## src/source/display_pkg.sv

```systemverilog
// ============================================================
// display controller shared definitions
// address types, size limits, colour depth and opcodes
// ============================================================
package display_pkg;

    // upper limits that size the address types
    localparam int MAX_ROWS = 32;
    localparam int MAX_COLUMNS = 64;

    // each pixel holds BYTES_PER_PIXEL colour bytes numbered from 0
    localparam int BYTES_PER_PIXEL = 3;

    typedef logic [$clog2(MAX_ROWS)-1:0] row_addr_t;
    typedef logic [$clog2(MAX_COLUMNS)-1:0] col_addr_t;
    typedef logic [$clog2(BYTES_PER_PIXEL)-1:0] pixel_addr_t;

    // first byte of every command on the host stream
    typedef enum logic [7:0] {
        CMD_WRITE_ROW = 8'h01,
        CMD_FILL      = 8'h02
    } cmd_opcode_t;

endpackage

```

## src/source/ram_port_if.sv

```systemverilog
// ============================================================
// frame buffer write port, toggle triggered
// ============================================================
`timescale 1ns/1ps

interface ram_port_if;
    import display_pkg::*;

    row_addr_t   row;
    col_addr_t   column;
    pixel_addr_t pixel;
    logic [7:0]  data;
    logic        write_enable;
    // every change of this line is one write while write_enable is high
    logic        access_start;

    modport writer (
        output row, column, pixel, data, write_enable, access_start
    );

    modport memory (
        input row, column, pixel, data, write_enable, access_start
    );

endinterface

```

## src/source/control_cmd_fill.sv

```systemverilog
// ============================================================
// FILL command
// writes one value to every frame buffer byte, one per clock
// ============================================================
`timescale 1ns/1ps

module control_cmd_fill #(
    parameter int PIXEL_WIDTH = 8,
    parameter int ROW_COUNT = 4
) (
    input  logic       clk,
    input  logic       reset,
    input  logic       start,
    input  logic [7:0] value,
    output logic       done,
    ram_port_if.writer ram
);
    typedef enum logic [1:0] {
        S_IDLE,
        S_RUN,
        S_DONE
    } state_t;

    state_t state;
    logic   load;
    logic   step;
    logic   addr_last;

    assign load = start && (state == S_IDLE);
    assign step = (state == S_RUN) && !addr_last;

    frame_addr_counter #(
        .PIXEL_WIDTH(PIXEL_WIDTH),
        .ROW_COUNT(ROW_COUNT)
    ) u_addr (
        .clk(clk),
        .reset(reset),
        .load(load),
        .step(step),
        .walk_rows(1'b1),
        .start_row('0),
        .row(ram.row),
        .column(ram.column),
        .pixel(ram.pixel),
        .last(addr_last)
    );

    always_ff @(posedge clk) begin
        if (load) begin
            ram.data <= value;
        end
    end

    // the first toggle goes out with the load, then one per step
    always_ff @(posedge clk) begin
        if (reset) begin
            state <= S_IDLE;
            done <= 1'b0;
            ram.write_enable <= 1'b0;
            ram.access_start <= 1'b0;
        end else begin
            done <= 1'b0;
            case (state)
                S_IDLE: begin
                    if (load) begin
                        ram.write_enable <= 1'b1;
                        ram.access_start <= !ram.access_start;
                        state <= S_RUN;
                    end
                end
                S_RUN: begin
                    if (step) begin
                        ram.access_start <= !ram.access_start;
                    end else begin
                        ram.write_enable <= 1'b0;
                        done <= 1'b1;
                        state <= S_DONE;
                    end
                end
                default: state <= S_IDLE;
            endcase
        end
    end

endmodule

```

## src/source/frame_addr_counter.sv

```systemverilog
// ============================================================
// frame address down-counter
// walks colour byte, column and optionally row down to zero
// ============================================================
`timescale 1ns/1ps

module frame_addr_counter #(
    parameter int PIXEL_WIDTH = 8,
    parameter int ROW_COUNT = 4
) (
    input  logic                   clk,
    input  logic                   reset,
    input  logic                   load,
    input  logic                   step,
    input  logic                   walk_rows,
    input  display_pkg::row_addr_t start_row,
    output display_pkg::row_addr_t   row,
    output display_pkg::col_addr_t   column,
    output display_pkg::pixel_addr_t pixel,
    output logic                   last
);
    import display_pkg::*;

    always_ff @(posedge clk) begin
        if (reset) begin
            row <= '0;
            column <= '0;
            pixel <= '0;
        end else if (load) begin
            row <= walk_rows ? row_addr_t'(ROW_COUNT - 1) : start_row;
            column <= col_addr_t'(PIXEL_WIDTH - 1);
            pixel <= pixel_addr_t'(BYTES_PER_PIXEL - 1);
        end else if (step) begin
            if (pixel != '0) begin
                pixel <= pixel - 1'b1;
            end else begin
                pixel <= pixel_addr_t'(BYTES_PER_PIXEL - 1);
                if (column != '0) begin
                    column <= column - 1'b1;
                end else begin
                    column <= col_addr_t'(PIXEL_WIDTH - 1);
                    if (walk_rows) begin
                        row <= (row != '0) ? row - 1'b1 : row_addr_t'(ROW_COUNT - 1);
                    end
                end
            end
        end
    end

    // the row only counts toward the end when rows are walked
    assign last = (column == '0) && (pixel == '0) && (!walk_rows || row == '0);

    column_in_range: assert property (
        @(posedge clk) disable iff (reset) column <= PIXEL_WIDTH - 1
    ) else $error("column %0d beyond row width", column);

endmodule

```

## src/flat_wrapper.sv

```systemverilog
// flat-port wrapper written by rule: the top's interface ports become plain ports
module control_cmd_fill_flat 
#(
    parameter int PIXEL_WIDTH = 8,
    parameter int ROW_COUNT = 4
)
  (clk, reset, start, value, done, ram_row, ram_column, ram_pixel, ram_data, ram_write_enable, ram_access_start);
  ram_port_if ram_i ();
  input  logic clk;
  input  logic reset;
  input  logic start;
  input  logic [7:0] value;
  output logic done;
  output wire logic [$bits(ram_i.row)-1:0] ram_row;
  output wire logic [$bits(ram_i.column)-1:0] ram_column;
  output wire logic [$bits(ram_i.pixel)-1:0] ram_pixel;
  output wire logic [$bits(ram_i.data)-1:0] ram_data;
  output wire logic [$bits(ram_i.write_enable)-1:0] ram_write_enable;
  output wire logic [$bits(ram_i.access_start)-1:0] ram_access_start;
  assign ram_row = ram_i.row;
  assign ram_column = ram_i.column;
  assign ram_pixel = ram_i.pixel;
  assign ram_data = ram_i.data;
  assign ram_write_enable = ram_i.write_enable;
  assign ram_access_start = ram_i.access_start;
  control_cmd_fill #(.PIXEL_WIDTH(PIXEL_WIDTH), .ROW_COUNT(ROW_COUNT)) u_core (.clk(clk), .reset(reset), .start(start), .value(value), .done(done), .ram(ram_i));
endmodule
```

## config.mk

```make
export PLATFORM = sky130hd
export DESIGN_NAME = control_cmd_fill_flat
export DESIGN_NICKNAME = d
export VERILOG_FILES = /design/src/source/display_pkg.sv /design/src/source/ram_port_if.sv /design/src/source/control_cmd_fill.sv /design/src/source/frame_addr_counter.sv /design/src/flat_wrapper.sv
export SDC_FILE = /design/constraint.sdc
export NUM_CORES = 1
export LEC_CHECK = 0
export ABC_AREA = 1
export BUFFER_PORTS_ARGS = -buffer_cell sky130_fd_sc_hd__buf_2
export CAP_MARGIN = 20
export CORE_UTILIZATION = 50
export DETAILED_ROUTE_END_ITERATION = 6
export PLACE_DENSITY = 0.77
export SYNTH_ARGS = -nofsm -noshare
export SYNTH_HDL_FRONTEND = slang
export SYNTH_SLANG_ARGS = --single-unit
```

## constraint.sdc

```tcl
create_clock -name clk -period 4.3 [get_ports clk]
set_clock_uncertainty 0.15 [all_clocks]
set_input_delay 0.43 -clock clk [delete_from_list [all_inputs] [get_ports clk]]
set_output_delay 0.43 -clock clk [all_outputs]
set_load 0.01 [all_outputs]
```

Word level (Yosys, flattened, before mapping)
Cells that the tools add are included.
Widths: inputs -> output; s select.
{ "totals": {"regBits": 26, "in_bits": 11, "out_inout_bits": 24} }
{ "op_classes": {"add_sub_neg": 3, "eq_ne": 6, "muxes": 22, "bitwise": 3, "reduce_logical": 24} }
{ "ops": {"columns": ["operator", "count"], "rows": [
  ["$mux 2", 9],
  ["$reduce_and 3->1", 4],
  ["$mux 3", 3],
  ["$ne 2x1->1 const B", 4],
  ["$logic_not 6->1", 1],
  ["$mux 6", 1],
  ["$reduce_and 2->1", 3],
  ["$reduce_bool 2->1", 3],
  ["$reduce_bool 6->1", 1],
  ["$sub 6x1->6 const B", 1],
  ["$logic_not 5->1", 1],
  ["$mux 1", 5],
  ["$mux 5", 1],
  ["$reduce_bool 5->1", 1],
  ["$sub 5x1->5 const B", 1],
  ["$logic_and 1x1->1", 4],
  ["$logic_not 2->1", 2],
  ["$pmux 1 s2", 2],
  ["$pmux 2 s2", 1],
  ["$reduce_or 2->1", 2],
  ["$not 1->1", 3],
  ["$eq 2x1->1 const B", 1],
  ["$logic_not 1->1", 2],
  ["$ne 2x2->1 const B", 1],
  ["$sub 2x1->2 const B", 1]
]} }

Logic depth before layout (Yosys ltp)
{ "logic_depth": {"ltp_word": 7, "mapped_depth": 10} }

Cells and area by module
A second synthesis with hierarchy kept.
{ "hier_totals": {"hier_cells": 160, "area_unflattened_um2": 1261.2} }
{ "by_module_without_submodules": {"columns": ["module", "n_inst", "cells_per_inst", "area_each_um2", "seq_area_each_um2"], "rows": [
  ["frame_addr_counter", 1, 122, 815.8, 260.2],
  ["control_cmd_fill", 1, 38, 445.4, 340.3]
]} }

Worst setup path before layout
Ideal clock, no wire load.
{ "synth_timing": {"path_kind": "register to register", "from": "reg u_core.u_addr.pixel[0]", "to": "reg u_core.ram.access_start", "arrival_time_ns": 1.374, "t_required_ns": 4.034, "setup_slack_ns": 2.660, "path_stages_with_launch": 10, "n_path_buf": 0, "path_cell_list": "dfxtp_1 inv_1 ha_1 inv_2 nor2_1 nand3_1 o21ai_2 nand2_1 o21ai_0 nor2_1"} }
{ "synth_via": {"elab_chain_cells": 7} }
{ "synth_rtl": {"columns": ["item", "line", "source"], "rows": [
  ["start: declaration", "frame_addr_counter.sv:19", "output display_pkg::pixel_addr_t pixel,"],
  ["start signal: assignment", "frame_addr_counter.sv:32", "pixel <= pixel_addr_t'(BYTES_PER_PIXEL - 1);"],
  ["start signal: assignment", "frame_addr_counter.sv:35", "pixel <= pixel - 1'b1;"],
  ["start signal: assignment", "frame_addr_counter.sv:37", "pixel <= pixel_addr_t'(BYTES_PER_PIXEL - 1);"],
  ["$logic_not 2->1", "frame_addr_counter.sv:51", "assign last = (column == '0) && (pixel == '0) && (!walk_rows || row == '0);"],
  ["$logic_and 1x1->1 (2 in series)", "frame_addr_counter.sv:51", null],
  ["$logic_not 1->1", "control_cmd_fill.sv:30", "assign step = (state == S_RUN) && !addr_last;"],
  ["$logic_and 1x1->1", "control_cmd_fill.sv:30", null],
  ["$ne 2x1->1 (no line)", null, null],
  ["$reduce_and 3->1 (no line)", null, null],
  ["end signal: assignment", "control_cmd_fill.sv:67", "ram.access_start <= !ram.access_start;"],
  ["end signal: assignment", "control_cmd_fill.sv:73", "ram.access_start <= !ram.access_start;"],
  ["end: declaration", "ram_port_if.sv:18", "output row, column, pixel, data, write_enable, access_start"]
]} }
No other way between the ends.
A chain may end at the register's enable or synchronous reset.

Worst setup path in the final report
Same ends and word-level chain as after synthesis.

==> run_results.csv <==
group,metric,value,unit
status,outcome,"finished clean",
critical_path,crit_path_start_kind,"flip-flop",
die,rows,17,
synth,yosys.cell_types.count,22,
placement,dp_hpwl,1800,µm
sta,holdWs,0.134,ns
critical_path,rrSetupSlack,2.50,ns
synth,syn_avg_cell_area,8.05,µm²
sta,fin_ws,2.50,ns
clock_network,cts_tree,"yes",
sta,rsz0062_at_grt,"no",
critical_path,endpoint_kind,"flip-flop",
grt,grt_max_degree,15,
finish,final_core_util,0.642,
critical_path,crit_chain,"inv_1, ha_1, inv_2, nor2_1, nand3_1, o21ai_2, nand2_1, o21ai_0, nor2_1",
pwr,powerDensity,409,nW/µm²
sta,fmax,555,MHz
die,start_util,0.543,
sta,finalMaxSlewViolations,0,
drt,drc,0,
drt,routed_wl,2380,µm
synth,synth.area.top_cells,"dfxtp_1 29%, edfxtp_1 20%, nand2_1 10%, inv_1 6.4%, nor2_1 6.4%",
clock_network,clkSinkCount,26,
finish,drive_gt1_frac,0.255,
grt,gr-total-overflow,0,
critical_path,cp_slowest_cell,"ha_1",
job,cap_violations,0,
sta,hold_violations,0,
synth,synth_top_area_share,0.294,
critical_path,crit_start,"u_core.u_addr.pixel[0]",
clock_network,cts_buffers,3,
critical_path,rr_startpoint,"u_core.u_addr.pixel[0]",
placement,pre_cts_slack,2.54,ns
grt,grt_first_pass_wirelength,4080,µm
sta,period_needed,1.80,ns
synth,synth_seq_cells,26,
sta,post-route-period-util,0.419,
min_path,hp-class,"input pin to flip-flop",
critical_path,cp.arrival,1.87,ns
placement,io_buffer_count,34,
finish,final_nets,204,
drt,drt_pass1_iterations,4,
sta,finalSetupViolCount,0,
clock_network,cts_root_buf,"clkbuf_4",
pwr,leakagePower,0.000719,µW
drt,ant_nets,0,
min_path,hp-start,"value[4]",
placement,place_congestion,0.804,
die,dieArea,2650,µm²
synth,synth_top_area_cell,"dfxtp_1",
synth,synth.net_count,167,
drt,viasPerCell,4.94,
finish,final_cell_mix,"34 x buf_2, 33 x nand2_1, 21 x inv_1, 21 x nor2_1, 18 x dfxtp_1",
synth,synth_cells,152,
drt,routedWlPerCell,11.0,µm
die,ios,35,
critical_path,critPathTopFamily,"compound AO/OA/AOI/OAI gates",
clock_network,cts_setup_buffers,0,
critical_path,worst-path-buf-inv,2,
critical_path,r2r_cells,9,
clock_network,cts.clk_slew.worst_paths,0.13,ns
critical_path,crit_cells,9,
critical_path,endpoint,"u_core.ram.access_start",
clock_network,clk_path_buf_depth,2,
die,core,2250,µm²
finish,area_growth,18.3,%
critical_path,crit_top_cell,"nor2_1",
sta,slew_headroom,0.703,
pwr,ir_worst_vdd,0.247,mV
critical_path,critPathMaxStageDelay,0.35,ns
grt,grt_antenna_before_repair,0,
clock_network,htreeDepth,1,
sta,fin_tns_setup,0,ns
drt,drt_iter0_markers,25,
clock_network,cts_resized,0,
synth,seq_area_frac_synth,0.491,
critical_path,path_class,"flip-flop to flip-flop",
synth,syn_area,1220,µm²
critical_path,crit_fanout,7,
critical_path,worstPathRequired,4.37,ns
die,die_y,51.5,µm
grt,grt_pass1_vias,998,
finish,diodes,0,
clock_network,hold_buffers,0,
sta,tightest_slew,0.445,ns
drt,vias,1067,
critical_path,rr_endpoint,"u_core.ram.access_start",
synth,yosys_warnings,0,
die,die_width,51.5,µm
clock_network,clkLatencyLatePin,0.31,ns
grt,grt_use_total,0.204,
finish,final_common_cell,"buf_2",
where the power goes:
| part | total, µW | internal, µW | switching, µW |
|---|---|---|---|
| registers | 294 | 277 | 16.5 |
| clock network | 103 | 33.9 | 68.9 |
| logic | 195 | 72.0 | 123 |
| total | 592 | 383 | 208 |
registers in the layout (all words and copies together) (netlist names):
name                     flops
u_core.u_addr.column         6
u_core.ram.data              8
u_core.done                  1
u_core.state                 2
u_core.u_addr.pixel          2
u_core.u_addr.row            5
u_core.ram.write_enable      1
u_core.ram.access_start      1
how the worst min path moves through the flow:
stage | slack (ns) | cells after the start | end
2_1_floorplan | 0.34 | 2 | u_core.ram.write_enable
3_3_place_gp | 0.30 | 2 | u_core.ram.write_enable
3_5_place_dp | 0.30 | 2 | u_core.ram.write_enable
4_1_cts | 0.13 | 1 | u_core.ram.data[5]
5_1_grt | 0.12 | 1 | u_core.ram.data[7]
6_report | 0.13 | 1 | u_core.ram.data[4]
cells by family after synthesis:
| kind of cell | after synthesis | synth area share |
|---|---|---|
| AOI/OAI and AO/OA | 18 | 0.0767 |
| xor gates and xnor gates | 2 | 0.0143 |
| adders and majority gates | 4 | 0.0409 |
| buffers and inverters | 25 | 0.0767 |
| DFF | 26 | 0.491 |
| and+or+nand+nor | 77 | 0.301 |
worst register-to-register path: cells and delay by family (launching register included):
kind / cells / cell delay, ns
DFF: 1 / 0.33
adders and majority gates: 1 / 0.35
buffers and inverters: 2 / 0.14
AOI/OAI and AO/OA: 2 / 0.39
and+or+nand+nor: 4 / 0.35
synth_stat cells:
library cell / number
nand3_1: 12
nand2_2: 1
ha_1: 4
inv_1: 21
xor2_1: 1
nand2_1: 33
clkbuf_1: 2
or2_0: 1
inv_2: 2
nor2_1: 21
nor2_8: 1
o21ai_0: 5
a21oi_1: 12
o21ai_2: 1
dfxtp_1: 18
nor2_2: 2
edfxtp_1: 8
nand4_4: 1
nand4_1: 2
nand3_2: 2
or2_2: 1
xnor2_1: 1
layout make-up:
class | instances | area (µm²)
Fill cell | 220 | 807
Timing Repair Buffer | 34 | 170
Sequential cell | 26 | 601
Clock inverter | 1 | 3.75
Clock buffer | 3 | 22.5
Inverter | 23 | 86.3
Multi-Input combinational cell | 101 | 529
Tap cell | 28 | 35.0
metal layers:
layer,GRT usage,vias up,part of all wire
met2,0.351,33,0.48
met1,0.254,478,0.47
met4,0.0766,0,0
met5,0,-,0
met3,0.0327,0,0.053
li1,-,556,-
stage by stage:
step	instance area, µm²	power (µW)	cells
finish	1450	592	216
global route	1450	634	216
CTS	1450	598	216
detailed placement	1420	493	212
global placement	1420	489	212
floorplan	1220	445	152
Power figures use the tool's default switching activity.
