--- config.mk ---
export PLATFORM = sky130hd
export DESIGN_NAME = control_cmd_dispatch_flat
export DESIGN_NICKNAME = d
export VERILOG_FILES = /design/src/source/display_pkg.sv /design/src/source/ram_port_if.sv /design/src/source/control_cmd_dispatch.sv /design/src/flat_wrapper.sv
export SDC_FILE = /design/constraint.sdc
export NUM_CORES = 1
export LEC_CHECK = 0
export BUFFER_PORTS_ARGS = -buffer_cell sky130_fd_sc_hd__buf_4
export CAP_MARGIN = 20
export CORE_MARGIN = 5
export CORE_UTILIZATION = 28
export DETAILED_ROUTE_END_ITERATION = 10
export PLACE_DENSITY = 0.75
export RECOVER_POWER = 50
export SLEW_MARGIN = 0
export SYNTH_ARGS = -nofsm -noshare
export SYNTH_HDL_FRONTEND = slang
export SYNTH_SLANG_ARGS = --single-unit
--- constraint.sdc ---
create_clock -name clk -period 2 [get_ports clk]
set_input_delay 0.3 -clock clk [delete_from_list [all_inputs] [get_ports clk]]
set_output_delay 0.3 -clock clk [all_outputs]
set_load 0.02 [all_outputs]
--- src/source/display_pkg.sv ---
// ============================================================
// display controller shared definitions
// address types, size limits, colour depth and opcodes
// ============================================================
package display_pkg;

    // upper limits that size the address types
    localparam int MAX_ROWS = 32;
    localparam int MAX_COLUMNS = 64;

    // each pixel holds BYTES_PER_PIXEL colour bytes numbered from 0
    localparam int BYTES_PER_PIXEL = 3;

    typedef logic [$clog2(MAX_ROWS)-1:0] row_addr_t;
    typedef logic [$clog2(MAX_COLUMNS)-1:0] col_addr_t;
    typedef logic [$clog2(BYTES_PER_PIXEL)-1:0] pixel_addr_t;

    // first byte of every command on the host stream
    typedef enum logic [7:0] {
        CMD_WRITE_ROW = 8'h01,
        CMD_FILL      = 8'h02
    } cmd_opcode_t;

endpackage

--- src/source/ram_port_if.sv ---
// ============================================================
// frame buffer write port, toggle triggered
// ============================================================
`timescale 1ns/1ps

interface ram_port_if;
    import display_pkg::*;

    row_addr_t   row;
    col_addr_t   column;
    pixel_addr_t pixel;
    logic [7:0]  data;
    logic        write_enable;
    // every change of this line is one write while write_enable is high
    logic        access_start;

    modport writer (
        output row, column, pixel, data, write_enable, access_start
    );

    modport memory (
        input row, column, pixel, data, write_enable, access_start
    );

endinterface

--- src/source/control_cmd_dispatch.sv ---
// ============================================================
// command dispatcher
// decodes opcodes, routes strobes, merges the write ports
// ============================================================
`timescale 1ns/1ps

module control_cmd_dispatch (
    input  logic       clk,
    input  logic       reset,
    input  logic [7:0] data_in,
    input  logic       data_valid,
    input  logic       readrow_done,
    input  logic       fill_done,
    output logic       readrow_enable,
    output logic       fill_start,
    output logic [7:0] cmd_data,
    output logic       busy,
    output logic       cmd_done,
    output logic       bad_opcode,
    ram_port_if.memory row_src,
    ram_port_if.memory fill_src,
    ram_port_if.writer mem
);
    import display_pkg::*;

    typedef enum logic [1:0] {
        S_IDLE,
        S_WRITE_ROW,
        S_FILL_START,
        S_FILL_WAIT
    } state_t;

    state_t      state;
    cmd_opcode_t opcode;
    logic        fill_sel;

    assign opcode = cmd_opcode_t'(data_in);

    // strobes reach the commands in the same cycle
    assign cmd_data = data_in;
    assign readrow_enable = data_valid && (state == S_WRITE_ROW);
    assign fill_start = data_valid && (state == S_FILL_START);

    always_ff @(posedge clk) begin
        if (reset) begin
            state <= S_IDLE;
            busy <= 1'b0;
            cmd_done <= 1'b0;
            bad_opcode <= 1'b0;
        end else begin
            cmd_done <= 1'b0;
            bad_opcode <= 1'b0;
            case (state)
                S_IDLE: begin
                    if (data_valid) begin
                        case (opcode)
                            CMD_WRITE_ROW: begin
                                busy <= 1'b1;
                                state <= S_WRITE_ROW;
                            end
                            CMD_FILL: begin
                                busy <= 1'b1;
                                state <= S_FILL_START;
                            end
                            default: bad_opcode <= 1'b1;
                        endcase
                    end
                end
                S_WRITE_ROW: begin
                    if (readrow_done) begin
                        cmd_done <= 1'b1;
                        busy <= 1'b0;
                        state <= S_IDLE;
                    end
                end
                S_FILL_START: begin
                    if (data_valid) begin
                        state <= S_FILL_WAIT;
                    end
                end
                default: begin
                    if (fill_done) begin
                        cmd_done <= 1'b1;
                        busy <= 1'b0;
                        state <= S_IDLE;
                    end
                end
            endcase
        end
    end

    // ============================================================
    // write port merge
    // ============================================================

    assign fill_sel = (state == S_FILL_START) || (state == S_FILL_WAIT);

    assign mem.row = fill_sel ? fill_src.row : row_src.row;
    assign mem.column = fill_sel ? fill_src.column : row_src.column;
    assign mem.pixel = fill_sel ? fill_src.pixel : row_src.pixel;
    assign mem.data = fill_sel ? fill_src.data : row_src.data;
    assign mem.write_enable = fill_sel ? fill_src.write_enable : row_src.write_enable;
    // each command toggle yields exactly one edge here
    assign mem.access_start = row_src.access_start ^ fill_src.access_start;

    one_command_started: assert property (
        @(posedge clk) disable iff (reset) !(readrow_enable && fill_start)
    ) else $error("readrow_enable and fill_start high together");

endmodule

--- src/flat_wrapper.sv ---
// flat-port wrapper written by rule: the top's interface ports become plain ports
module control_cmd_dispatch_flat import display_pkg::*;
  (clk, reset, data_in, data_valid, readrow_done, fill_done, readrow_enable, fill_start, cmd_data, busy, cmd_done, bad_opcode, row_src_row, row_src_column, row_src_pixel, row_src_data, row_src_write_enable, row_src_access_start, fill_src_row, fill_src_column, fill_src_pixel, fill_src_data, fill_src_write_enable, fill_src_access_start, mem_row, mem_column, mem_pixel, mem_data, mem_write_enable, mem_access_start);
  ram_port_if row_src_i ();
  ram_port_if fill_src_i ();
  ram_port_if mem_i ();
  input  logic clk;
  input  logic reset;
  input  logic [7:0] data_in;
  input  logic data_valid;
  input  logic readrow_done;
  input  logic fill_done;
  output logic readrow_enable;
  output logic fill_start;
  output logic [7:0] cmd_data;
  output logic busy;
  output logic cmd_done;
  output logic bad_opcode;
  input wire logic [$bits(row_src_i.row)-1:0] row_src_row;
  input wire logic [$bits(row_src_i.column)-1:0] row_src_column;
  input wire logic [$bits(row_src_i.pixel)-1:0] row_src_pixel;
  input wire logic [$bits(row_src_i.data)-1:0] row_src_data;
  input wire logic [$bits(row_src_i.write_enable)-1:0] row_src_write_enable;
  input wire logic [$bits(row_src_i.access_start)-1:0] row_src_access_start;
  input wire logic [$bits(fill_src_i.row)-1:0] fill_src_row;
  input wire logic [$bits(fill_src_i.column)-1:0] fill_src_column;
  input wire logic [$bits(fill_src_i.pixel)-1:0] fill_src_pixel;
  input wire logic [$bits(fill_src_i.data)-1:0] fill_src_data;
  input wire logic [$bits(fill_src_i.write_enable)-1:0] fill_src_write_enable;
  input wire logic [$bits(fill_src_i.access_start)-1:0] fill_src_access_start;
  output wire logic [$bits(mem_i.row)-1:0] mem_row;
  output wire logic [$bits(mem_i.column)-1:0] mem_column;
  output wire logic [$bits(mem_i.pixel)-1:0] mem_pixel;
  output wire logic [$bits(mem_i.data)-1:0] mem_data;
  output wire logic [$bits(mem_i.write_enable)-1:0] mem_write_enable;
  output wire logic [$bits(mem_i.access_start)-1:0] mem_access_start;
  assign row_src_i.row = row_src_row;
  assign row_src_i.column = row_src_column;
  assign row_src_i.pixel = row_src_pixel;
  assign row_src_i.data = row_src_data;
  assign row_src_i.write_enable = row_src_write_enable;
  assign row_src_i.access_start = row_src_access_start;
  assign fill_src_i.row = fill_src_row;
  assign fill_src_i.column = fill_src_column;
  assign fill_src_i.pixel = fill_src_pixel;
  assign fill_src_i.data = fill_src_data;
  assign fill_src_i.write_enable = fill_src_write_enable;
  assign fill_src_i.access_start = fill_src_access_start;
  assign mem_row = mem_i.row;
  assign mem_column = mem_i.column;
  assign mem_pixel = mem_i.pixel;
  assign mem_data = mem_i.data;
  assign mem_write_enable = mem_i.write_enable;
  assign mem_access_start = mem_i.access_start;
  control_cmd_dispatch u_core (.clk(clk), .reset(reset), .data_in(data_in), .data_valid(data_valid), .readrow_done(readrow_done), .fill_done(fill_done), .readrow_enable(readrow_enable), .fill_start(fill_start), .cmd_data(cmd_data), .busy(busy), .cmd_done(cmd_done), .bad_opcode(bad_opcode), .row_src(row_src_i), .fill_src(fill_src_i), .mem(mem_i));
endmodule
Word-level counts from Yosys, hierarchy flattened
Cells that the tools add are included.
{"block": "totals", "input_bits": 59, "output_inout_bits": 36, "reg_bits": 5}
{"block": "op_classes", "n_reduce_logical": 11, "n_mux": 20, "eq_ne": 10, "bitwise": 4}
{"operator": "two-way mux 2 bit", "count": 5}
{"operator": "AND reduction 5 bit", "count": 2}
{"operator": "equality test 8 x 1 -> 1 bit (second input constant)", "count": 1}
{"operator": "equality test 8 x 2 -> 1 bit (second input constant)", "count": 1}
{"operator": "two-way mux 1 bit", "count": 8}
{"operator": "two-way mux 8 bit", "count": 1}
{"operator": "inequality test 2 bit (second input constant)", "count": 4}
{"operator": "two-way mux 6 bit", "count": 1}
{"operator": "one-hot mux 2 bit (3 select lines)", "count": 1}
{"operator": "two-way mux 5 bit", "count": 1}
{"operator": "equality test 2 bit (second input constant)", "count": 2}
{"operator": "one-hot mux 2 bit (2 select lines)", "count": 1}
{"operator": "nonzero test 4 bit", "count": 1}
{"operator": "OR reduction 2 bit", "count": 2}
{"operator": "inequality test 3 bit (second input constant)", "count": 1}
{"operator": "inverter 1 bit", "count": 3}
{"operator": "one-hot mux 1 bit (3 select lines)", "count": 1}
{"operator": "nonzero test 3 bit", "count": 1}
{"operator": "OR reduction 3 bit", "count": 1}
{"operator": "equality test 2 x 1 -> 1 bit (second input constant)", "count": 1}
{"operator": "logical AND 1 bit", "count": 2}
{"operator": "logical NOT 2 bit", "count": 1}
{"operator": "one-hot mux 1 bit (2 select lines)", "count": 1}
{"operator": "logical OR 1 bit", "count": 1}
{"operator": "bitwise XOR 1 bit", "count": 1}

Logic depth before layout (Yosys ltp)
{"block": "logic_depth", "ltp_word": 5, "ltp_mapped": 6, "ltp_nobuf": 6}

Worst setup path after synthesis
No wires, ideal clock.
{"block": "synth_path", "path_kind": "flip-flop to output port", "startpoint": "register u_core.state[0]", "endpoint": "output port mem_column[0]", "slack_ns": 0.180, "required_time_ns": 1.700, "path_buffers": 1, "path_stages_with_launch": 6, "arrival_ns": 1.520, "path_cell_list": "dfxtp_1 -> inv_1 -> ha_1 -> nor2_1 -> buf_2 -> mux2_1"}
{"block": "synth_between", "elab_chain_cells": 3, "elab_cells_between_ends": 4}
{"item": "start: declaration", "line": "control_cmd_dispatch.sv:33", "source": "state_t state;"}
{"item": "start signal: assignment", "line": "control_cmd_dispatch.sv:46", "source": "state <= S_IDLE;"}
{"item": "start signal: assignment", "line": "control_cmd_dispatch.sv:59", "source": "state <= S_WRITE_ROW;"}
{"item": "start signal: assignment", "line": "control_cmd_dispatch.sv:63", "source": "state <= S_FILL_START;"}
{"item": "equality test 2 bit", "line": "control_cmd_dispatch.sv:96", "source": "assign fill_sel = (state == S_FILL_START) || (state == S_FILL_WAIT);"}
{"item": "logical OR 1 bit (*)", "line": "control_cmd_dispatch.sv:96"}
{"item": "two-way mux 6 bit (*)", "line": "control_cmd_dispatch.sv:99", "source": "assign mem.column = fill_sel ? fill_src.column : row_src.column;"}
{"item": "end: declaration", "line": "flat_wrapper.sv:32", "source": "output wire logic [$bits(mem_i.column)-1:0] mem_column;"}
Mark *: on every way between the ends. The rest lies on a longest branch, timed or not.

Worst setup path after layout
{"block": "layout_path", "startpoint": "register u_core.state[0]", "endpoint": "output port mem_column[5]"}
Same word-level chain as after synthesis.

==> key figures <==
Status
  – Status: complete, but fails checks
  – Failing checks: setup timing

Global routing
  – Total grt overflow: 0
  – Total Routing Usage GR: 16.3%
  – Largest net degree at the start of global routing: 12
  – Vias in the first global route: 907
  – First-pass GRT wire length: 4.36 mm
  – Initial antenna violation count: 0

Power
  – Max VDD drop: 0.660 mV
  – P_int: ~1100 uW
  – Switching Fraction: 41.5%
  – Net Sw Power: 769 uW
  – Clock network power share: 6.5%
  – P_leak: roughly 0.00086 uW
  – Comb pwr share: 84.5%
  – Flop pwr share: roughly 9.0%
  – P per Cell Area: 1130 nW/um^2

Die
  – Die ar.: 3630 sq um
  – Site row count: 18
  – Height of the die: 60.3 um
  – Overall die width: between 60 and 70 um
  – Core footprint: between 2000 and 2500 sq um
  – Initial Util: around 29%
  – # IOs: between 90 and 100

Detailed routing
  – Total Wirelength: just under 4 mm
  – Vias per inst: 5.01
  – Antenna Nets Post-Route: 0
  – Via total after detailed routing: approximately 1,000
  – 1st-pass router iterations: 4
  – Post-route DRC: 0
  – WL per Instance: 19.8 um
  – Detailed router's first-iteration violation count: 50

Clock network
  – Clk slew on worst S/H paths: roughly 0.04 ns
  – CTS tree: built
  – Skew-Pair Late Insertion Delay: 0.25 ns
  – H-tree depth: 1
  – CTS Buf Count: 3
  – Clock Sinks: 5
  – Hold_buf cts: 0
  – Clk root buf: clkbuf_4
  – Clk buf depth: 2

STA
  – RSZ-0062 raised after global routing: true
  – Final Slew Violations: 0
  – PnR worst setup slack: -0.0251 ns
  – Period utilization: 101%
  – Tightest Pin Transition: about 0.48 ns
  – Layout Skew: 0.00213 ns
  – Fin crit period: between 2 and 2.5 ns
  – Hold Violations, Final: 0
  – Rel. slew slack: between 60 and 70%
  – Min Hold Slack: approximately 0.25 ns
  – Fmax: 0.494 GHz
  – Setup violations, final: 5

Critical path
  – Worst EP required: 1.70 ns
  – Critical Path AT: 1.73 ns
  – Critical Path Fanout Max: 5
  – Critical path capture point type: output pin
  – Crit start category: flip-flop
  – Crit Path Category: flip-flop to output pin

Placed design
  – Final HPWL DP: roughly 2.7 mm
  – Placed insts: 189
  – GPL Wtd Cong: 0.749
  – Port buffer count: 94

Layout
  – FF/Latch Area: 103 sq um
  – # fillers: around 170
  – Multi-input logic area: 613 sq um
  – Cell Count, Final, Fillers Out: 200
  – Share of layout cells above drive strength 1: 70.6%
  – Layout Area Growth over Synthesis: 131%
  – Commonest non-fill, non-tap cell in the layout: buf_4
  – Most frequent cells in the layout: buf_4 (75), mux2_4 (17), clkbuf_1 (13)
  – Ant diodes: 0
  – Nets@finish: 234

Synth
  – Synth cell types: 22
  – Fraction of the yosys area taken by sequential cells: 14.1%
  – Syn_area_per_cell: 9.57 sq um
  – Number of synthesized register bits: 5
  – Warning count from the yosys run: 0
  – Post-Syn Nets: between 100 and 150
  – Mapped Area: 708 sq um
  – Mapped Cells: 74

Hold path
  – Type of the worst min-delay path: primary input to flip-flop

Run
  – Number of max-cap violations: 0
-- final timing paths --
path,startpoint,endpoint,slack [ns],cells past startpoint
max,u_core.state[0],mem_column[5],-0.03,6
min,reset,u_core.state[1],0.25,2
max reg2reg,u_core.state[1],u_core.busy,0.21,6
min reg2reg,u_core.busy,u_core.busy,0.56,2
-- power groups by stage --
stage / logic [uW] / registers [uW] / clock network [uW]
3_5_place_dp: 1140 / 159 / 0
3_3_place_gp: 1110 / 157 / 0
4_1_cts: 1350 / 163 / 121
2_1_floorplan: 683 / 173 / 0
6_report: 1560 / 167 / 119
5_1_grt: 1640 / 169 / 126
-- cells by family (layout without fill, tap and decap cells) --
kind of cell	Yosys count	after routing	synth area share [%]
muxes	22	22	35.0
xor gates and xnor gates	2	2	2.47
AOI/OAI and AO/OA	10	10	10.8
buffers and inverters	13	109	11.5
adders and majority gates	4	4	7.07
and+or+nand+nor	18	18	19.1
DFF	5	5	14.1
-- flip-flops by register name, summed over array words and instances (netlist names) --
signal / flops
u_core.state: 2
u_core.bad_opcode: 1
u_core.busy: 1
u_core.cmd_done: 1
-- layout make-up --
| type | instances | area share (%) |
|---|---|---|
| sequential | 5 | 6.27 |
| timing repair buffer | 102 | 51.7 |
| multi-input combinational | 56 | 37.5 |
| inverter | 3 | 0.688 |
| tap | 30 | 2.29 |
| clock buffer | 4 | 1.61 |
-- Yosys cell counts --
library cell	instances	share of area, %
a211oi_1	1	1.1
a21oi_1	5	3.5
a311oi_1	2	2.5
a31o_4	1	2.5
a41oi_1	1	1.2
and2_1	2	1.8
buf_2	2	1.4
buf_4	8	8.5
dfxtp_1	5	14
ha_1	4	7.1
inv_1	3	1.6
mux2_1	22	35
nand2_1	1	0.53
nand3_1	1	0.71
nor2_1	4	2.1
nor2b_1	3	2.7
nor2b_4	1	1.9
nor3_1	2	1.4
nor3b_1	1	1.1
nor4_1	1	0.88
nor4_4	2	6.0
xor2_1	2	2.5
-- metrics by stage --
| step | setup TNS (ns) | worst slack [ns] | cell area, sq um | utilization, % | total power (uW) |
|---|---|---|---|---|---|
| after global routing | -0.268 | -0.0529 | 1640 | 66.7 | 1940 |
| after global placement | 0 | 0.201 | 1400 | 57.2 | 1270 |
| after detailed placement | 0 | 0.143 | 1400 | 57.2 | 1300 |
| final | -0.0884 | -0.0251 | 1640 | 66.7 | 1850 |
| after floorplan | 0 | 0.180 | 708 | - | 856 |
| after CTS | -0.435 | -0.0293 | 1540 | 62.7 | 1630 |
-- layer usage --
metal / GRT usage, % / share of wire, % / up-vias
met5: 0 / 0 / -
met4: 6.96 / 2.1 / 0
met3: 5.18 / 11 / 8
met2: 30.9 / 52 / 70
met1: 15.8 / 35 / 469
li1: - / - / 455
-- worst max-delay path: stages, from the launching register on --
cell and delay (ns):
dfxtp_2 0.35, inv_2 0.06, ha_4 0.18, nor2_4 0.12
bufbuf_16 0.28, mux2_1 0.32, buf_4 0.17
-- repair_timing --
action | CTS | global route
buffers inserted | 2 | 2
gates cloned | 2 | 1
setup endpoints to repair | 22 | 23
resized for setup | 7 | 28
pin swaps | 1 | 1
Power figures use the tool's default switching activity.
