===== config.mk =====
export PLATFORM = sky130hd
export DESIGN_NAME = control_cmd_readrow_flat
export DESIGN_NICKNAME = d
export VERILOG_FILES = /design/src/source/display_pkg.sv /design/src/source/ram_port_if.sv /design/src/source/control_cmd_readrow.sv /design/src/source/frame_addr_counter.sv /design/src/flat_wrapper.sv
export SDC_FILE = /design/constraint.sdc
export NUM_CORES = 1
export LEC_CHECK = 0
export CAP_MARGIN = 20
export CELL_PAD_IN_SITES_DETAIL_PLACEMENT = 0
export CELL_PAD_IN_SITES_GLOBAL_PLACEMENT = 1
export CORE_MARGIN = 2
export CORE_UTILIZATION = 47
export CTS_BUF_LIST = sky130_fd_sc_hd__clkbuf_2
export DETAILED_ROUTE_END_ITERATION = 7
export DONT_BUFFER_PORTS = 1
export GPL_TIMING_DRIVEN = 0
export PLACE_DENSITY = 0.86
export SETUP_SLACK_MARGIN = 0.3
export SYNTH_ARGS = -nofsm -noshare
export SYNTH_HDL_FRONTEND = slang
export SYNTH_SLANG_ARGS = --single-unit

===== constraint.sdc =====
create_clock -name clk -period 2.2 [get_ports clk]
set_clock_uncertainty 0.1 [all_clocks]
set_input_delay 0.33 -clock clk [delete_from_list [all_inputs] [get_ports clk]]
set_output_delay 0.33 -clock clk [all_outputs]
set_load 0.02 [all_outputs]

===== src/source/display_pkg.sv =====
// ============================================================
// display controller shared definitions
// address types, size limits, colour depth and opcodes
// ============================================================
package display_pkg;

    // upper limits that size the address types
    localparam int MAX_ROWS = 32;
    localparam int MAX_COLUMNS = 64;

    // each pixel holds BYTES_PER_PIXEL colour bytes numbered from 0
    localparam int BYTES_PER_PIXEL = 3;

    typedef logic [$clog2(MAX_ROWS)-1:0] row_addr_t;
    typedef logic [$clog2(MAX_COLUMNS)-1:0] col_addr_t;
    typedef logic [$clog2(BYTES_PER_PIXEL)-1:0] pixel_addr_t;

    // first byte of every command on the host stream
    typedef enum logic [7:0] {
        CMD_WRITE_ROW = 8'h01,
        CMD_FILL      = 8'h02
    } cmd_opcode_t;

endpackage


===== src/source/ram_port_if.sv =====
// ============================================================
// frame buffer write port, toggle triggered
// ============================================================
`timescale 1ns/1ps

interface ram_port_if;
    import display_pkg::*;

    row_addr_t   row;
    col_addr_t   column;
    pixel_addr_t pixel;
    logic [7:0]  data;
    logic        write_enable;
    // every change of this line is one write while write_enable is high
    logic        access_start;

    modport writer (
        output row, column, pixel, data, write_enable, access_start
    );

    modport memory (
        input row, column, pixel, data, write_enable, access_start
    );

endinterface


===== src/source/control_cmd_readrow.sv =====
// ============================================================
// WRITE_ROW command
// captures a row number, then writes one row of streamed bytes
// ============================================================
`timescale 1ns/1ps

module control_cmd_readrow #(
    parameter int PIXEL_WIDTH = 8,
    parameter int ROW_COUNT = 4
) (
    input  logic       clk,
    input  logic       reset,
    input  logic       enable,
    input  logic [7:0] data_in,
    output logic       done,
    ram_port_if.writer ram
);
    import display_pkg::*;

    typedef enum logic [1:0] {
        S_ROW_CAPTURE,
        S_PRIME_WRITE,
        S_ROW_CONTENT,
        S_DONE
    } state_t;

    state_t    state;
    row_addr_t row_sel;
    logic      load;
    logic      step;

    assign load = enable && (state == S_PRIME_WRITE);
    assign step = enable && (state == S_ROW_CONTENT);

    frame_addr_counter #(
        .PIXEL_WIDTH(PIXEL_WIDTH),
        .ROW_COUNT(ROW_COUNT)
    ) u_addr (
        .clk(clk),
        .reset(reset),
        .load(load),
        .step(step),
        .walk_rows(1'b0),
        .start_row(row_sel),
        .row(ram.row),
        .column(ram.column),
        .pixel(ram.pixel),
        .last()
    );

    always_ff @(posedge clk) begin
        if (load || step) begin
            ram.data <= data_in;
        end
    end

    always_ff @(posedge clk) begin
        if (reset) begin
            state <= S_ROW_CAPTURE;
            row_sel <= '0;
            done <= 1'b0;
            ram.write_enable <= 1'b0;
            ram.access_start <= 1'b0;
        end else begin
            done <= 1'b0;
            case (state)
                S_ROW_CAPTURE: begin
                    if (enable) begin
                        // rows past the panel fold back onto it
                        row_sel <= row_addr_t'(data_in % ROW_COUNT);
                        state <= S_PRIME_WRITE;
                    end
                end
                S_PRIME_WRITE: begin
                    if (enable) begin
                        ram.write_enable <= 1'b1;
                        ram.access_start <= !ram.access_start;
                        state <= S_ROW_CONTENT;
                    end
                end
                S_ROW_CONTENT: begin
                    // the counter is at the last address once this byte lands
                    if (enable) begin
                        ram.access_start <= !ram.access_start;
                        if (ram.column == '0 && ram.pixel == pixel_addr_t'(1)) begin
                            done <= 1'b1;
                            state <= S_DONE;
                        end
                    end
                end
                default: begin
                    ram.write_enable <= 1'b0;
                    state <= S_ROW_CAPTURE;
                end
            endcase
        end
    end

    // bytes arriving while the command finishes produce no write
    done_drops_bytes: assert property (
        @(posedge clk) disable iff (reset) state == S_DONE |=> $stable(ram.access_start)
    ) else $error("write issued from the done state");

    capture_no_write: assert property (
        @(posedge clk) disable iff (reset) state == S_ROW_CAPTURE |-> !ram.write_enable
    ) else $error("write_enable high during row capture");

endmodule


===== src/source/frame_addr_counter.sv =====
// ============================================================
// frame address down-counter
// walks colour byte, column and optionally row down to zero
// ============================================================
`timescale 1ns/1ps

module frame_addr_counter #(
    parameter int PIXEL_WIDTH = 8,
    parameter int ROW_COUNT = 4
) (
    input  logic                   clk,
    input  logic                   reset,
    input  logic                   load,
    input  logic                   step,
    input  logic                   walk_rows,
    input  display_pkg::row_addr_t start_row,
    output display_pkg::row_addr_t   row,
    output display_pkg::col_addr_t   column,
    output display_pkg::pixel_addr_t pixel,
    output logic                   last
);
    import display_pkg::*;

    always_ff @(posedge clk) begin
        if (reset) begin
            row <= '0;
            column <= '0;
            pixel <= '0;
        end else if (load) begin
            row <= walk_rows ? row_addr_t'(ROW_COUNT - 1) : start_row;
            column <= col_addr_t'(PIXEL_WIDTH - 1);
            pixel <= pixel_addr_t'(BYTES_PER_PIXEL - 1);
        end else if (step) begin
            if (pixel != '0) begin
                pixel <= pixel - 1'b1;
            end else begin
                pixel <= pixel_addr_t'(BYTES_PER_PIXEL - 1);
                if (column != '0) begin
                    column <= column - 1'b1;
                end else begin
                    column <= col_addr_t'(PIXEL_WIDTH - 1);
                    if (walk_rows) begin
                        row <= (row != '0) ? row - 1'b1 : row_addr_t'(ROW_COUNT - 1);
                    end
                end
            end
        end
    end

    // the row only counts toward the end when rows are walked
    assign last = (column == '0) && (pixel == '0) && (!walk_rows || row == '0);

    column_in_range: assert property (
        @(posedge clk) disable iff (reset) column <= PIXEL_WIDTH - 1
    ) else $error("column %0d beyond row width", column);

endmodule


===== src/flat_wrapper.sv =====
// flat-port wrapper written by rule: the top's interface ports become plain ports
module control_cmd_readrow_flat import display_pkg::*;
#(
    parameter int PIXEL_WIDTH = 8,
    parameter int ROW_COUNT = 4
)
  (clk, reset, enable, data_in, done, ram_row, ram_column, ram_pixel, ram_data, ram_write_enable, ram_access_start);
  ram_port_if ram_i ();
  input  logic clk;
  input  logic reset;
  input  logic enable;
  input  logic [7:0] data_in;
  output logic done;
  output wire logic [$bits(ram_i.row)-1:0] ram_row;
  output wire logic [$bits(ram_i.column)-1:0] ram_column;
  output wire logic [$bits(ram_i.pixel)-1:0] ram_pixel;
  output wire logic [$bits(ram_i.data)-1:0] ram_data;
  output wire logic [$bits(ram_i.write_enable)-1:0] ram_write_enable;
  output wire logic [$bits(ram_i.access_start)-1:0] ram_access_start;
  assign ram_row = ram_i.row;
  assign ram_column = ram_i.column;
  assign ram_pixel = ram_i.pixel;
  assign ram_data = ram_i.data;
  assign ram_write_enable = ram_i.write_enable;
  assign ram_access_start = ram_i.access_start;
  control_cmd_readrow #(.PIXEL_WIDTH(PIXEL_WIDTH), .ROW_COUNT(ROW_COUNT)) u_core (.clk(clk), .reset(reset), .enable(enable), .data_in(data_in), .done(done), .ram(ram_i));
endmodule

## Yosys cells after proc, flatten, opt, wreduce, memory -nomap -nowiden

Index checks and enable logic that the tools add are counted.
Widths: inputs -> output; s select.

- Input bits: 11
- Word-level logic and storage cells: 60
- Register bits after elaboration: 25
- Output and inout bits: 24

- Multiplexer cells: 15
- Eq/ne operators: 8
- Reductions and logical operators: 20
- Add/subtract/negate cells: 2
- Bitwise gates (word level): 4

Operators by type and width:

| kind | number |
|---|---|
| $mux 2 | 7 |
| $reduce_and 2->1 | 5 |
| $mux 3 | 3 |
| $ne 2x2->1 const B | 4 |
| $logic_not 6->1 | 1 |
| $mux 6 | 1 |
| $pmux 2 s3 | 1 |
| $reduce_bool 6->1 | 1 |
| $reduce_or 2->1 | 3 |
| $sub 6x1->6 const B | 1 |
| $eq 2x1->1 const B | 2 |
| $not 1->1 | 4 |
| $reduce_and 4->1 | 1 |
| $reduce_bool 2->1 | 2 |
| $logic_and 1x1->1 | 3 |
| $reduce_or 3->1 | 1 |
| $eq 2x2->1 const B | 1 |
| $logic_not 2->1 | 1 |
| $mux 1 | 2 |
| $ne 2x1->1 const B | 1 |
| $pmux 1 s2 | 1 |
| $sub 2x1->2 const B | 1 |
| $logic_not 1->1 | 1 |
| $logic_or 1x1->1 | 1 |

## Longest topological paths before layout

Gate-level depths: netlist of run 1.

- Depth after elaboration: 5
- Gate-level depth with buffers: 7
- Gate-level depth less buffers: 6

## Hierarchy

A second synthesis of run 1 with hierarchy kept.

- Cell total of the unflattened synthesis: 140
- Area total of the unflattened synthesis: 1,396.3 µm²

By module, submodules not included:

| module | instances | seq. area each (µm²) | area each (µm²) | cells each |
|---|---|---|---|---|
| frame_addr_counter | 1 | 260.2 | 744.5 | 86 |
| control_cmd_readrow | 1 | 380.4 | 651.9 | 54 |

## Worst setup path after synthesis of run 1

OpenSTA, ideal clock, no wires.

- Path kind: reg2reg
- Start point: register u_core.state[1]
- End point: register u_core.state[0]
- Library setup time: 70 ps
- Arrival time: 1,552 ps
- Buffers on the path: 1
- Stages on the path, launching flop included: 8
- Period minus slack after synthesis: 1,722 ps
- Path slack: 478 ps
- Required time: 2,030 ps
- Cell sequence: dfxtp_1 -> inv_1 -> ha_1 -> buf_6 -> nor3_2 -> a21oi_2 -> or4_1 -> a21oi_1

- Word-level cells in the longest chain between the ends: 3
- Elaborated cells on any way between the ends: 9
- Those cells by class: 6 x eq/ne; 1 x mux; 2 x reduce/logical

RTL lines:

| what | line | source |
|---|---|---|
| start: declaration | control_cmd_readrow.sv:27 | `state_t state;` |
| start signal: assignment | control_cmd_readrow.sv:59 | `state <= S_ROW_CAPTURE;` |
| start signal: assignment | control_cmd_readrow.sv:71 | `state <= S_PRIME_WRITE;` |
| start signal: assignment | control_cmd_readrow.sv:78 | `state <= S_ROW_CONTENT;` |
| $eq 2x2->1, or another cell as far along | control_cmd_readrow.sv:66 | `case (state)` |
| $ne 2x2->1 (no source line) | -- |  |
| $reduce_and 4->1 (no source line) | -- |  |

Several ways; a longest one is shown, not always the timed one.
A chain may end at the register's enable or synchronous reset.

## Worst setup path in the final report of run 1

- Start point: register u_core.state[0]
- End point: register u_core.u_addr.column[5]

- Word-level cells in the longest chain between the ends: 3
- Elaborated cells on any way between the ends: 6
- Those cells by class: 2 x eq/ne; 4 x reduce/logical

RTL lines:

| what | line | source |
|---|---|---|
| $eq 2x2->1 / $eq 2x1->1 (equally long branches) | control_cmd_readrow.sv:33, control_cmd_readrow.sv:32 |  |
| $logic_and 1x1->1 (on tied branches) | control_cmd_readrow.sv:33, control_cmd_readrow.sv:32 |  |
| $reduce_and 2->1 (no source line) / $reduce_or 2->1 (equally long branches) | -- |  |
| end signal: assignment | frame_addr_counter.sv:31 | `column <= col_addr_t'(PIXEL_WIDTH - 1);` |
| end signal: assignment | frame_addr_counter.sv:39 | `column <= column - 1'b1;` |
| end signal: assignment | frame_addr_counter.sv:41 | `column <= col_addr_t'(PIXEL_WIDTH - 1);` |
| end: declaration | frame_addr_counter.sv:18 | `output display_pkg::col_addr_t column,` |

Several ways; a longest one is shown, not always the timed one.

==> results.py, run 1 <==
metrics = {
    "global_route": {
        "grt.total_usage": 0.160,
        "grt_pass1_vias": 775,
        "grt_pass1_wl_um": 3340,
        "antenna_found_initial": 0,
        "grt_max_degree": 16,
        "gr-total-overflow": 0,
    },
    "clocking": {
        "clock-sinks": 25,
        "cts_tree": "yes",
        "cts_buffer_depth": 2,
        "numCtsBuffers": 3,
        "h-tree-depth": 1,
        "clkSlewWorstSetupHoldPaths_ns": 0.24,
        "clk_latency_ns": 0.35,
        "cts-root-buf": "clkbuf_2",
    },
    "sta": {
        "timing.final.max_slew_violations": 0,
        "min_period_over_period": 0.830,
        "setup_viol": 0,
        "hold_violations": 0,
        "rsz0062_at_grt": "no",
        "tns_ns": 0,
        "period_minus_slack_ns": 1.83,
        "fmax_mhz": 547,
    },
    "detailed_routing": {
        "wl_met1_um": 1010,
        "avgRoutedWirePerCell_um": 14.0,
        "drt_wl_total_um": 2270,
        "firstDrtPassIters": 4,
        "drc": 0,
        "route.met2.wl_um": 1130,
        "postRouteAntennaNets": 0,
        "num_vias": 845,
        "vias_per_cell": 5.22,
        "met3_length_um": 113,
        "drt-initial-drc-count": 11,
        "dr.max_layer_used": "met4",
    },
    "power_and_ir_drop": {
        "pwr-share-comb": 0.368,
        "power.total_mw": 1.50,
        "clockPowerShare": 0.123,
        "swShare": 0.420,
        "switchingPower_uw": 628,
        "peakVddDrop_mv": 0.592,
        "leakage_nw": 0.506,
        "p_int_uw": 869,
        "p_seq_frac": 0.509,
        "powerDensity_mw_per_mm2": 1110,
    },
    "worst_setup_path": {
        "r2r-end": "u_core.u_addr.column[5]",
        "end_kind": "flop",
        "slowest_stage": "dfxtp_1",
        "arrival_ns": 2.01,
        "slowest_delay_ns": 0.40,
        "worst_ep_required_time_ns": 2.38,
        "crit_path_cell_trace": "inv_1 -> ha_1 -> clkbuf_8 -> nand3_1 -> nor4_1 -> xnor2_1 -> nor2_1",
        "crit_fanout": 10,
        "critical_path_class": "reg -> reg",
        "r2r_cells": 7,
        "r2r_start": "u_core.state[0]",
        "worstSetupStartpointType": "flop",
        "reg2reg_slack_ns": 0.37,
    },
    "layout": {
        "fin_util": 0.557,
        "stdcell_count": 162,
        "layout-drive-gt1-share": 0.129,
        "syn_to_final_growth_pct": 14.9,
        "nFillCells": 214,
        "nets": 152,
        "diodes": 0,
        "fin_area_mm2": 0.00135,
    },
    "synth": {
        "synth-seq-area-share": 0.493,
        "synth_flop_cell": "dfxtp_1",
        "synth_area_per_cell_um2": 10.2,
        "async_reset_ff_frac": 0,
        "synth_area_leaders": "dfxtp_1 (29%), edfxtp_1 (20%), ha_1 (8.5%), nor2_1 (4.1%), a21oi_1 (3.8%)",
        "yosysWarnings": 0,
        "syn_inst": 116,
        "synth_area_mm2": 0.00118,
        "netlist.area_leader.share": 0.289,
        "ys_ff_latch": 25,
        "yosysTopAreaCell": "dfxtp_1",
        "synth-edff-count": 8,
        "yosysUniqueCellTypes": 36,
    },
    "placement": {
        "hpwl_um": 1560,
        "io_buffers": 0,
        "dpl-instance-area_mm2": 0.00122,
        "gp_congestion": 0.689,
        "post-place-cells": 148,
    },
    "die": {
        "ios": 35,
        "coreArea_mm2": 0.00243,
        "rows": 18,
        "die_height_um": 54.1,
        "start_util": 0.485,
        "die_area_mm2": 0.00292,
        "fp.dieW_um": 54.1,
    },
    "hold_path": {
        "worstHoldPathCells": 3,
        "hp-start": "reset",
        "worstHoldPathType": "in -> reg",
        "hold_path_end": "u_core.state[1]",
    },
    "run": {
        "drv_cap": 0,
    },
    "run_status": {
        "run_status": "finished, final reports clean",
    },
}
-- critical path: cells and delay by family, from the launching register on --
kind | cells | cell delay, ns
xor gates and xnor gates | 1 | 0.16
adders and majority gates | 1 | 0.26
buffers and inverters | 2 | 0.29
DFF | 1 | 0.40
and+or+nand+nor | 3 | 0.55
-- power by group through the flow --
stage          clock network, mW  registers, mW  logic, mW
2_1_floorplan                  0          0.750      0.431
3_3_place_gp                   0          0.768      0.498
3_5_place_dp                   0          0.772      0.510
4_1_cts                    0.189          0.760      0.525
5_1_grt                    0.202          0.777      0.620
6_report                   0.185          0.762      0.550
-- kinds of logic (layout without fill, tap and decap cells) --
| kind of cell | count (synthesis) | count (layout) | share of synthesized area |
|---|---|---|---|
| XOR/XNOR | 4 | 4 | 0.0297 |
| multiplexers | 1 | 1 | 0.00849 |
| adder cells (fa/ha/maj) | 8 | 8 | 0.0849 |
| AND/OR/NAND/NOR | 43 | 43 | 0.191 |
| flip-flops | 25 | 25 | 0.493 |
| other | 1 | 3 | 0.00318 |
| buffers and inverters | 15 | 29 | 0.0871 |
| AO/OA/AOI/OAI | 19 | 19 | 0.103 |
-- cell usage after synthesis, types with 2 or more instances --
cell type and n:
clkbuf_8 2, dfxtp_1 17, nand2_1 10, nor2_1 13
buf_6 2, buf_4 3, o21ai_0 2, xor2_1 2
a21oi_1 9, nand3_1 6, edfxtp_1 8, nor2b_1 2
nor3_1 3, xnor2_1 2, ha_1 8, inv_1 7
-- what timing repair did --
item | in CTS | in global routing
resized for setup | 0 | 2
endpoints found under the setup margin | 0 | 1
setup buffers | 0 | 0
endpoints found under the hold margin | 12 | 1
hold buffers | 9 | 1
-- worst max path at each step --
stage	start	to	slack, ns
3_5_place_dp	u_core.state[1]	u_core.state[0]	0.36
5_1_grt	u_core.state[1]	u_core.state[0]	0.28
6_report	u_core.state[0]	u_core.u_addr.column[5]	0.37
2_1_floorplan	u_core.state[1]	u_core.state[0]	0.48
3_3_place_gp	u_core.state[1]	u_core.state[0]	0.40
4_1_cts	u_core.state[1]	u_core.state[0]	0.33
-- layer usage --
| metal | GRT usage | vias up |
|---|---|---|
| li1 | - | 426 |
| met1 | 0.201 | 394 |
| met2 | 0.266 | 23 |
| met3 | 0.0361 | 2 |
| met4 | 0.0625 | 0 |
| met5 | 0 | - |
-- area by class of cell --
cell class,count,area [µm²],share of cell area
Multi-Input combinational cell,78,509,0.376
Buffer,8,76.3,0.0564
Sequential cell,25,582,0.430
Clock buffer,3,15.0,0.0111
Inverter,7,26.3,0.0194
Tap cell,30,37.5,0.0277
Clock inverter,1,7.51,0.00555
Timing Repair Buffer,10,100,0.0739
-- layout by cell type, fill, tap and decap left out, drive strengths merged, types with 3 or more instances in the layout --
| cell type | count |
|---|---|
| conb | 3 |
| a21oi | 10 |
| ha | 8 |
| clkbuf | 6 |
| nor2 | 13 |
| nand3 | 6 |
| dfxtp | 17 |
| edfxtp | 8 |
| nor3 | 4 |
| buf | 5 |
| dlygate4sd3 | 10 |
| nand2 | 10 |
| inv | 7 |
-- sequential cells by signal, summed over array words and instances, names as in the netlist --
| name | flops |
|---|---|
| u_core.ram.write_enable | 1 |
| u_core.ram.data | 8 |
| u_core.u_addr.pixel | 2 |
| u_core.u_addr.row | 2 |
| u_core.done | 1 |
| u_core.ram.access_start | 1 |
| u_core.state | 2 |
| u_core.u_addr.column | 6 |
| u_core.row_sel | 2 |
-- metrics by stage --
step                setup slack, ns  hold slack, ns
floorplan                     0.478           0.302
global placement              0.405           0.306
detailed placement            0.360           0.309
CTS                           0.329         0.00182
global route                  0.284          0.0379
finish                        0.373          0.0265
(Power assumes the default switching activity.)
==> run 2, diff against run 1 <==
Clock period 2.2 ns to 1.7 ns, I/O delays scaled along.
==> run 2 against run 1 <==
Effect of this change:
- the flow now finishes with violations (setup timing)
- final cell count increased by 4.3%
- sequential power rose by 33%
- die area is the same
- final area rose by 16%
- critical endpoint is now u_core.state[0]
- largest power group is now combinational logic
==> results.py, run 2 (synthesized netlist as in run 1, its figures left out) <==
metrics = {
    "detailed_routing": {
        "drc": 0,
        "avgRoutedWirePerCell_um": 14.9,
        "drt-initial-drc-count": 14,
        "vias_per_cell": 5.21,
        "num_vias": 881,
        "postRouteAntennaNets": 0,
        "firstDrtPassIters": 4,
        "drt_wl_total_um": 2520,
    },
    "worst_setup_path": {
        "slowest_stage": "dfxtp_2",
        "r2r_cells": 6,
        "r2r-end": "u_core.state[0]",
        "crit_path_cell_trace": "inv_2 -> ha_4 -> buf_8 -> a21boi_2 -> or4_1 -> a21oi_1",
        "reg2reg_slack_ns": -0.02,
        "end_kind": "flop",
        "slowest_delay_ns": 0.45,
        "arrival_ns": 1.95,
        "critical_path_class": "reg -> reg",
        "worst_ep_required_time_ns": 1.93,
        "worstSetupStartpointType": "flop",
        "r2r_start": "u_core.state[0]",
        "crit_fanout": 10,
    },
    "power_and_ir_drop": {
        "clockPowerShare": 0.110,
        "powerDensity_mw_per_mm2": 1470,
        "peakVddDrop_mv": 0.751,
        "power.total_mw": 2.30,
        "swShare": 0.418,
        "switchingPower_uw": 963,
        "pwr-share-comb": 0.450,
        "p_int_mw": 1.34,
        "leakage_nw": 0.575,
        "p_seq_frac": 0.440,
    },
    "layout": {
        "diodes": 0,
        "nets": 159,
        "largest_reg_flops": 8,
        "top_regs": "u_core.ram.data: 8 flops, u_core.u_addr.column: 6 flops",
        "layout-drive-gt1-share": 0.388,
        "regMostFlops": "u_core.ram.data",
        "layout_commonest_cell": "nor2_1",
        "fin_util": 0.644,
        "syn_to_final_growth_pct": 32.8,
        "stdcell_count": 169,
        "final_cell_mix": "nor2_1 (12), buf_4 (9), dlygate4sd3_1 (9)",
    },
    "die": {
        "die_area_mm2": 0.00292,
        "start_util": 0.485,
        "die_height_um": 54.1,
        "ios": 35,
        "rows": 18,
        "coreArea_mm2": 0.00243,
        "fp.dieW_um": 54.1,
    },
    "placement": {
        "io_buffers": 0,
        "gp_congestion": 0.702,
        "hpwl_um": 1620,
        "post-place-cells": 148,
        "dp_slack_ns": 0.0286,
    },
    "global_route": {
        "antenna_found_initial": 0,
        "gr-total-overflow": 0,
        "grt_max_degree": 16,
        "grt.total_usage": 0.187,
        "grt_pass1_vias": 872,
        "grt_pass1_wl_um": 3900,
    },
    "clocking": {
        "cts_tree": "yes",
        "cts_buffer_depth": 2,
        "h-tree-depth": 1,
        "clk_latency_ns": 0.37,
        "clock-sinks": 25,
        "cts-root-buf": "clkbuf_2",
        "numCtsBuffers": 3,
        "clkSlewWorstSetupHoldPaths_ns": 0.26,
    },
    "sta": {
        "holdWs_ns": 0.0827,
        "hold_violations": 0,
        "fin_ws_ns": -0.0213,
        "period_minus_slack_ns": 1.72,
        "timing.final.max_slew_violations": 0,
        "min_period_over_period": 1.01,
        "setup_viol": 1,
        "fmax_mhz": 581,
        "rsz0062_at_grt": "yes",
    },
    "hold_path": {
        "worstHoldPathCells": 4,
        "hp-start": "enable",
        "worstHoldPathType": "in -> reg",
        "hold_path_end": "u_core.u_addr.pixel[0]",
    },
    "run": {
        "drv_cap": 0,
    },
    "run_status": {
        "run_status": "finished, violations left",
        "violations": "setup timing",
    },
}
## run 2: how the worst max path moves through the flow
stage	startpoint	to	cells past startpoint
6_report	u_core.state[0]	u_core.state[0]	6
5_1_grt	u_core.state[1]	u_core.state[0]	7
4_1_cts	u_core.state[1]	u_core.state[0]	7
3_5_place_dp	u_core.state[1]	u_core.state[0]	7
3_3_place_gp	u_core.state[1]	u_core.state[0]	7
2_1_floorplan	u_core.state[1]	u_core.state[0]	7
## run 2: area by class of cell
type                    count  area (µm²)
flip-flops and latches     25         603
repair buffers             17         161
inverters                   7        26.3
well taps                  30        37.5
plain buffers               8        77.6
clock inverters             1        7.51
fillers                   192         867
multi-input cells          78         637
clock buffers               3        15.0
## run 2: power by group through the flow
stage	clock network [mW]	logic, mW	registers (mW)
after CTS	0.247	0.895	1.01
after floorplan	0	0.632	0.985
final	0.253	1.04	1.01
after detailed placement	0	0.740	1.01
after global routing	0.281	1.15	1.04
after global placement	0	0.722	1.01
## run 2: stage by stage
stage	TNS [ns]	cell area, µm²
floorplan	0	1230
global placement	0	1270
detailed placement	0	1270
CTS	-0.00688	1480
global route	-0.123	1570
finish	-0.0213	1570
## run 2: worst max-delay path: cells and delay by family (launching register included)
kind | cells | cell delay (ns)
AOI/OAI and AO/OA | 2 | 0.32
adders and majority gates | 1 | 0.18
buffers and inverters | 2 | 0.22
DFF | 1 | 0.45
and+or+nand+nor | 1 | 0.41
## run 2: repair_timing
action	in CTS	in global routing
gates resized for setup	19	15
setup endpoints to repair	18	21
pin swaps	7	4
endpoints found under the hold margin	20	0
buffers inserted	5	3
hold buffers	9	0
## run 2: routing by layer
layer / routed length [µm] / share of wire / GRT usage
met5: 0 / 0 / 0
met4: 27 / 0.011 / 0.0750
met3: 85 / 0.034 / 0.0417
met2: 1270 / 0.50 / 0.315
met1: 1140 / 0.45 / 0.229
